[config.mk]
export PLATFORM = sky130hd
export DESIGN_NAME = output_layer_eval
export DESIGN_NICKNAME = d
export VERILOG_FILES = /design/src/hdl/nn_pkg.sv /design/src/hdl/argmax_tree.sv /design/src/hdl/delay_line.sv /design/src/hdl/delta_lane.sv /design/src/hdl/fixed_scaler.sv /design/src/hdl/output_layer_eval.sv
export SDC_FILE = /design/constraint.sdc
export NUM_CORES = 2
export LEC_CHECK = 0
export ABC_CLOCK_PERIOD_IN_PS = 13400
export BUFFER_PORTS_ARGS = -buffer_cell sky130_fd_sc_hd__buf_2
export CORE_ASPECT_RATIO = 1.4
export CORE_MARGIN = 4
export CORE_UTILIZATION = 65
export CTS_BUF_LIST = sky130_fd_sc_hd__clkbuf_8
export DETAILED_ROUTE_END_ITERATION = 16
export GPL_TIMING_DRIVEN = 0
export PLACE_DENSITY = 0.93
export SLEW_MARGIN = 25
export SYNTH_ARGS = -nofsm -noshare
export SYNTH_HDL_FRONTEND = slang
export SYNTH_SLANG_ARGS = --single-unit
[constraint.sdc]
create_clock -name clk -period 13.4 [get_ports clk]
set_input_delay 1.34 -clock clk [delete_from_list [all_inputs] [get_ports clk]]
set_output_delay 1.34 -clock clk [all_outputs]
set_load 0.05 [all_outputs]
[src/hdl/nn_pkg.sv]
// Fixed-point format and output-layer size shared by the whole datapath
// Modules use these as parameter defaults, and the top level may override them
`default_nettype none

package nn_pkg;

	localparam int WIDTH = 12; // Total bits of one value
	localparam int INT_BITS = 3; // Integer bits, sign bit not counted
	localparam int NEURONS = 4; // Output neurons (Z)

	// Index width for n items, never below one bit
	function automatic int idx_width(input int n);
		return (n > 1) ? $clog2(n) : 1;
	endfunction

	localparam int IDX_BITS = idx_width(NEURONS);

	// One activation, derivative or error term
	typedef logic signed [WIDTH-1:0] fixed_t;

endpackage

`default_nettype wire

[src/hdl/argmax_tree.sv]
// Finds the index of the largest activation and checks it against the one-hot label
// Index registered after one cycle, index and verdict after two
`timescale 1ns/1ps
`default_nettype none

module argmax_tree #(
	parameter int WIDTH = nn_pkg::WIDTH,
	parameter int NEURONS = nn_pkg::NEURONS,
	localparam int IDX_BITS = nn_pkg::idx_width(NEURONS)
) (
	input logic clk,
	input logic reset,
	input logic signed [WIDTH-1:0] act_i [NEURONS],
	input logic [NEURONS-1:0] label_i, // Already one cycle behind act_i
	output logic [IDX_BITS-1:0] pred_o,
	output logic correct_o
);

	localparam int LEAVES = 2 ** IDX_BITS; // Padded to a power of two

	// Heap layout, node k has children 2k and 2k+1, root is node 1
	logic signed [WIDTH-1:0] node_val [1:2*LEAVES-1];
	logic [IDX_BITS-1:0] node_pos [1:2*LEAVES-1];
	logic [IDX_BITS-1:0] idx_q;

	for (genvar i = 0; i < LEAVES; i++) begin : g_leaf
		if (i < NEURONS) begin : g_real
			assign node_val[LEAVES+i] = act_i[i];
		end else begin : g_pad
			assign node_val[LEAVES+i] = {1'b1, {(WIDTH-1){1'b0}}}; // Most negative never wins
		end
		assign node_pos[LEAVES+i] = IDX_BITS'(i);
	end

	for (genvar k = 1; k < LEAVES; k++) begin : g_node
		logic left_wins;

		assign left_wins = node_val[2*k] >= node_val[2*k+1]; // Lower index takes ties
		assign node_val[k] = left_wins ? node_val[2*k] : node_val[2*k+1];
		assign node_pos[k] = left_wins ? node_pos[2*k] : node_pos[2*k+1];
	end

	always_ff @(posedge clk or posedge reset) begin
		if (reset) begin
			idx_q <= '0;
		end else begin
			idx_q <= node_pos[1];
		end
	end

	// Second stage meets the delayed label
	always_ff @(posedge clk or posedge reset) begin
		if (reset) begin
			pred_o <= '0;
			correct_o <= 1'b0;
		end else begin
			pred_o <= idx_q;
			correct_o <= label_i[idx_q];
		end
	end

	// Padded leaves must never win against a real neuron
	a_idx_range: assert property (@(posedge clk) disable iff (reset) idx_q < NEURONS);

endmodule

`default_nettype wire

[src/hdl/delay_line.sv]
// Register chain that delays any payload by DEPTH clock cycles
// All stages clear to zero on reset
`timescale 1ns/1ps
`default_nettype none

module delay_line #(
	parameter type payload_t = logic,
	parameter int DEPTH = 1
) (
	input logic clk,
	input logic reset,
	input payload_t data_i,
	output payload_t data_o
);

	payload_t stage_q [DEPTH];

	if (DEPTH < 1) begin : g_depth_check
		$error("delay_line needs a DEPTH of at least 1");
	end

	always_ff @(posedge clk or posedge reset) begin
		if (reset) begin
			for (int i = 0; i < DEPTH; i++) begin
				stage_q[i] <= '0;
			end
		end else begin
			stage_q[0] <= data_i;
			for (int i = 1; i < DEPTH; i++) begin
				stage_q[i] <= stage_q[i-1]; // Shift one stage along
			end
		end
	end

	assign data_o = stage_q[DEPTH-1];

endmodule

`default_nettype wire

[src/hdl/delta_lane.sv]
// One neuron of the quadratic-cost error term, (act - label) * derivative
// Two register stages, the product is rounded and saturated back to the input format
`timescale 1ns/1ps
`default_nettype none

module delta_lane #(
	parameter int WIDTH = nn_pkg::WIDTH,
	parameter int INT_BITS = nn_pkg::INT_BITS
) (
	input logic clk,
	input logic reset,
	input logic signed [WIDTH-1:0] act_i,
	input logic signed [WIDTH-1:0] adot_i,
	input logic label_i,
	output logic signed [WIDTH-1:0] delta_o
);

	localparam int FRAC = WIDTH - INT_BITS - 1;
	localparam logic signed [WIDTH-1:0] MAX_POS = {1'b0, {(WIDTH-1){1'b1}}};
	localparam logic signed [WIDTH-1:0] MAX_NEG = {1'b1, {(WIDTH-1){1'b0}}};

	logic signed [WIDTH-1:0] label_val; // 1.0 or 0
	logic signed [WIDTH-1:0] neg_label;
	logic signed [WIDTH-1:0] sum_raw;
	logic sum_ovf;
	logic signed [WIDTH-1:0] err_d;
	logic signed [WIDTH-1:0] err_q;
	logic signed [WIDTH-1:0] adot_q;
	logic signed [2*WIDTH-1:0] prod; // Full precision, two sign bits
	logic signed [WIDTH-1:0] prod_scaled;
	logic signed [WIDTH-1:0] delta_q;

	// Label bit lands on the units position
	assign label_val = {{INT_BITS{1'b0}}, label_i, {FRAC{1'b0}}};
	assign neg_label = ~label_val + 1'b1;

	// Saturating add of the negated label
	assign sum_raw = act_i + neg_label;
	assign sum_ovf = (act_i[WIDTH-1] == neg_label[WIDTH-1]) &&
		(sum_raw[WIDTH-1] != act_i[WIDTH-1]);
	assign err_d = sum_ovf ? (sum_raw[WIDTH-1] ? MAX_POS : MAX_NEG) : sum_raw;

	always_ff @(posedge clk or posedge reset) begin
		if (reset) begin
			err_q <= '0;
			adot_q <= '0;
		end else begin
			err_q <= err_d;
			adot_q <= adot_i; // Derivative follows its error term
		end
	end

	assign prod = err_q * adot_q;

	fixed_scaler #(
		.FROM_WIDTH(2 * WIDTH),
		.FROM_SIGN_BITS(2),
		.FROM_INT_BITS(2 * INT_BITS),
		.WIDTH(WIDTH),
		.INT_BITS(INT_BITS)
	) u_scaler (
		.value_i(prod),
		.value_o(prod_scaled)
	);

	always_ff @(posedge clk or posedge reset) begin
		if (reset) begin
			delta_q <= '0;
		end else begin
			delta_q <= prod_scaled;
		end
	end

	assign delta_o = delta_q;

	// Unknowns on act or adot must not reach the output
	a_delta_known: assert property (@(posedge clk) disable iff (reset) !$isunknown(delta_o));

endmodule

`default_nettype wire

[src/hdl/fixed_scaler.sv]
// Combinational fixed-point format converter with round-half-up and saturation
// Input is {sign, int, frac} with FROM_SIGN_BITS sign bits, output has a single sign bit
`timescale 1ns/1ps
`default_nettype none

module fixed_scaler #(
	parameter int FROM_WIDTH = 2 * nn_pkg::WIDTH,
	parameter int FROM_SIGN_BITS = 2,
	parameter int FROM_INT_BITS = 2 * nn_pkg::INT_BITS,
	parameter int WIDTH = nn_pkg::WIDTH,
	parameter int INT_BITS = nn_pkg::INT_BITS
) (
	input logic signed [FROM_WIDTH-1:0] value_i,
	output logic signed [WIDTH-1:0] value_o
);

	localparam int FROM_FRAC = FROM_WIDTH - FROM_SIGN_BITS - FROM_INT_BITS;
	localparam int FRAC = WIDTH - INT_BITS - 1;
	localparam int FRAC_W = (FRAC > 0) ? FRAC : 1; // Spare bit when there is no fraction
	localparam int EXT_BITS = (FROM_INT_BITS > INT_BITS) ? FROM_INT_BITS : INT_BITS;
	localparam logic signed [WIDTH-1:0] MAX_POS = {1'b0, {(WIDTH-1){1'b1}}};
	localparam logic signed [WIDTH-1:0] MAX_NEG = {1'b1, {(WIDTH-1){1'b0}}};
	localparam int INT_MAX = 2 ** INT_BITS - 1;
	localparam int INT_MIN = -(2 ** INT_BITS);

	logic sign_clash; // Sign bits disagree, only on most-negative squared
	logic signed [FROM_INT_BITS:0] in_int; // Lowest sign bit plus integer field
	logic signed [EXT_BITS:0] int_ext; // Sign extended for the range compare
	logic [FRAC_W-1:0] out_frac;
	logic round_bit; // MSB of the dropped fraction
	logic [INT_BITS+FRAC_W:0] joined;
	logic signed [WIDTH-1:0] kept; // Value before rounding
	logic in_range;

	assign sign_clash = value_i[FROM_WIDTH-1] != value_i[FROM_WIDTH-FROM_SIGN_BITS];
	assign in_int = value_i[FROM_WIDTH-FROM_SIGN_BITS -: FROM_INT_BITS+1];
	assign int_ext = in_int;

	// Fraction field, truncated or zero padded
	generate
		if (FROM_FRAC >= FRAC) begin : g_frac_narrow
			if (FRAC > 0) begin : g_keep
				assign out_frac = value_i[FROM_FRAC-1 -: FRAC_W];
			end else begin : g_none
				assign out_frac = '0;
			end
			if (FROM_FRAC > FRAC) begin : g_round
				assign round_bit = value_i[FROM_FRAC-FRAC-1];
			end else begin : g_exact
				assign round_bit = 1'b0; // Nothing dropped
			end
		end else begin : g_frac_widen
			if (FROM_FRAC > 0) begin : g_pad
				assign out_frac = {value_i[FROM_FRAC-1:0], {(FRAC-FROM_FRAC){1'b0}}};
			end else begin : g_zero
				assign out_frac = '0;
			end
			assign round_bit = 1'b0;
		end
	endgenerate

	// Low integer bits with sign on top, spare fraction bit falls off the bottom
	assign joined = {int_ext[INT_BITS:0], out_frac};

	always_comb begin
		in_range = 1'b0;
		if (sign_clash) begin
			kept = MAX_POS;
		end else if (int_ext > INT_MAX) begin
			kept = MAX_POS; // Positive overflow
		end else if (int_ext < INT_MIN) begin
			kept = MAX_NEG; // Negative overflow
		end else begin
			kept = joined[INT_BITS+FRAC_W -: WIDTH];
			in_range = 1'b1;
		end
	end

	// Round half up, but never wrap past the largest positive value
	assign value_o = (in_range && round_bit && kept != MAX_POS) ? kept + 1'b1 : kept;

endmodule

`default_nettype wire

[src/hdl/output_layer_eval.sv]
// Output stage of the network, per-neuron error terms plus argmax and label verdict
// Accepts one sample per cycle, results follow valid_i by exactly two cycles
`timescale 1ns/1ps
`default_nettype none

module output_layer_eval #(
	parameter int WIDTH = nn_pkg::WIDTH,
	parameter int INT_BITS = nn_pkg::INT_BITS,
	parameter int NEURONS = nn_pkg::NEURONS,
	localparam int IDX_BITS = nn_pkg::idx_width(NEURONS)
) (
	input logic clk,
	input logic reset,
	input logic valid_i,
	input logic signed [WIDTH-1:0] act_i [NEURONS],
	input logic signed [WIDTH-1:0] adot_i [NEURONS],
	input logic [NEURONS-1:0] label_i, // One-hot
	output logic valid_o,
	output logic signed [WIDTH-1:0] delta_o [NEURONS],
	output logic [IDX_BITS-1:0] pred_o,
	output logic correct_o
);

	logic [NEURONS-1:0] label_d1; // Label lined up with the registered index

	for (genvar i = 0; i < NEURONS; i++) begin : g_lane
		delta_lane #(
			.WIDTH(WIDTH),
			.INT_BITS(INT_BITS)
		) u_lane (
			.clk(clk),
			.reset(reset),
			.act_i(act_i[i]),
			.adot_i(adot_i[i]),
			.label_i(label_i[i]),
			.delta_o(delta_o[i])
		);
	end

	argmax_tree #(
		.WIDTH(WIDTH),
		.NEURONS(NEURONS)
	) u_argmax (
		.clk(clk),
		.reset(reset),
		.act_i(act_i),
		.label_i(label_d1),
		.pred_o(pred_o),
		.correct_o(correct_o)
	);

	// Valid matches the two-stage datapath
	delay_line #(
		.payload_t(logic),
		.DEPTH(2)
	) u_valid_dly (
		.clk(clk),
		.reset(reset),
		.data_i(valid_i),
		.data_o(valid_o)
	);

	delay_line #(
		.payload_t(logic [NEURONS-1:0]),
		.DEPTH(1)
	) u_label_dly (
		.clk(clk),
		.reset(reset),
		.data_i(label_i),
		.data_o(label_d1)
	);

endmodule

`default_nettype wire

==> impl_metrics.toml <==
[run_status]
outcome = "completed"

[critical_path]
path_buf_inv = 8
slowest_stage = "or4_4"
cpMostUsedCell = "inv_1"
critical_path.max_fanout = 10
reg2reg_slack_ns = 4.46
max_stage_delay_ns = 0.59
worst_path_dominant_cell_family = "adder cells"
cp-start-kind = "register"
cp.arrival_ns = 9.38
cp.required_ns = 13.84
critPathKind = "reg -> reg"
cp-end-kind = "register"

[die]
row_count = 92
io_pins = 155
dieWidth_um = 188
die_height_um = 260
dieArea_mm2 = 0.0488
start_util_pct = 65.5
fp.coreArea_mm2 = 0.0449

[synth]
syn_inst = 3199
syn-cell-area_mm2 = 0.0294
synth_top_area_share_pct = 37.3
synth_cell_type_count = 93
yosys_register_bits = 155
yosysMostFrequentCell = "inv_1"
synthArstFlopShare_pct = 100
synth_commonest_cells = "inv_1, fa_1, nand2_1"
yosysSeqAreaShare_pct = 13.2
ys.flop_type = "dfrtp_1"
yosysWarnings = 0
synth_edf_count = 0
yosysTopAreaCell = "fa_1"
syn_nets = 4094
syn_avg_cell_area_um2 = 9.19
synth.area.top_cells = "fa_1, dfrtp_1, ha_1"

[placed_design]
place_area_mm2 = 0.0309
dpl.hpwl_mm = 57.9
gp_congestion = 0.921
place_ws_ns = 4.61
portBuffers = 154

[timing]
fin_worst_skew_ns = 0.0193
finalSetupViolCount = 0
worstMarginPinSlew_ns = 0.770
tns_ns = 0
hold_viol = 0
max_freq_ghz = 0.112
finalWorstSetupSlack_ns = 4.46
rsz0062_at_grt = "false"
fin_crit_ns = 8.94
period_share_pct = 66.7
slew_violations = 0
relSlewSlack_pct = 48.1

[clock_network]
clk_pin_slew_ns = 0.10
clkLatencyLatePin_ns = 0.57
clock-sinks = 155
cts_root_buffer = "clkbuf_8"
ctsResizeCount = 0
htree_levels = 4
post_cts_buffers = 0
cts_hold_buf = 0
cts_tree = "yes"
cts_buffers = 17
cts_buffer_depth = 2

[cells_and_area]
utilization_pct = 69.8
area_growth_pct = 6.59
drive_gt1_share_pct = 7.41
postLayoutCellArea_mm2 = 0.0313
fin_nets = 4268

[route]
dr_total_vias = 22955
detail_route.vias_per_cell = 5.80
ant_nets = 0
drc = 0
drt_wl_total_mm = 69.6
first_pass_iters = 6
first_iter_violations = 1910
wl_per_cell_um = 17.6

[global_route]
grt_max_degree = 95
grt_pass1_vias = 24829
globalRouteTotalUtil_pct = 29.9
overflow = 0
grt_pass1_wl_mm = 118
antenna_found_initial = 10

[flow_run]
maxCapViolations = 0

[hold_path]
hold_class = "reg -> reg"
[registers in the layout, indices dropped and copies added, names as in the netlist]
name / count
g_lane.u_lane.err_q: 48
u_valid_dly.data_o: 1
u_argmax.pred_o: 2
u_label_dly.data_o: 4
u_valid_dly.stage_q: 1
u_argmax.idx_q: 2
g_lane.u_lane.delta_o: 48
g_lane.u_lane.adot_q: 48
u_argmax.correct_o: 1
[per-layer routing]
layer	track usage (%)	vias to the layer above	routed length (um)
met3	5.08	337	5230
met4	15.3	6	4050
met1	35.8	11343	24700
met2	52.4	1111	35700
met5	0	-	31
li1	-	10158	-
[cell usage in the layout, fill, tap and decap left out, drive strengths merged, types with 6 or more instances in the layout]
cell / count
a21o: 76
nor2b: 17
ha: 244
nor4: 11
nand4: 17
nand2: 422
o21ai: 63
a31oi: 14
dfrtp: 155
diode: 6
nand2b: 27
and4: 6
clkinv: 11
o21bai: 9
or3: 7
nand3: 32
xnor2: 88
xor2: 45
clkbuf: 138
nor2: 102
o21a: 12
o22ai: 12
a211oi: 9
inv: 713
o211ai: 8
and2: 174
fa: 548
buf: 162
mux2: 14
or4: 10
nor3: 34
and3: 8
or2: 11
mux2i: 21
a21oi: 75
[path summary, 6_finish.rpt]
path / start / to / cells after the start
worst min register to register: u_valid_dly.stage_q[1] / u_valid_dly.data_o / 0
worst min-delay path: u_valid_dly.stage_q[1] / u_valid_dly.data_o / 0
min in group asynchronous: reset / g_lane[0].u_lane.adot_q[5] / 2
worst max-delay path: g_lane[1].u_lane.adot_q[0] / g_lane[1].u_lane.delta_o[1] / 30
worst max register to register: g_lane[1].u_lane.adot_q[0] / g_lane[1].u_lane.delta_o[1] / 30
max in group asynchronous: reset / g_lane[3].u_lane.delta_o[0] / 3
[through the flow]
stage,hold slack [ns],cells
after floorplan,0.331,3199
after global placement,0.332,3917
after detailed placement,0.336,3918
after CTS,0.342,3950
after global routing,0.356,3951
final,0.335,3956
[worst reg2reg max path: cells and delay by family, from the launching register on]
kind	cells	cell delay (ns)
adders and majority gates	7	3.22
and+or+nand+nor	6	1.57
DFF	1	0.37
buffers and inverters	8	1.39
xor gates and xnor gates	1	0.19
muxes	1	0.36
AOI/OAI and AO/OA	7	1.75
[area by class of cell]
cell class              count  area [um2]
plain buffers             126         483
clock buffers              19         262
diodes                      6        15.0
clock inverters            13         143
multi-input cells        2203       22400
flip-flops and latches    155        3880
well taps                 564         706
inverters                 715        2690
repair buffers            155         798
fillers                  3160       13500
[logic make-up (layout without fill, tap and decap cells)]
group	count (synthesis)	in the layout	share of synthesized area, %
AOI/OAI and AO/OA	341	341	8.13
xor gates and xnor gates	133	133	3.96
adders and majority gates	796	796	47.8
buffers and inverters	841	1028	10.8
DFF	155	155	13.2
muxes	36	36	1.33
other	0	6	0
and+or+nand+nor	897	897	14.8
Power is not shown: default switching activity piles up to over one toggle a cycle in this logic, so the estimate is an artifact.
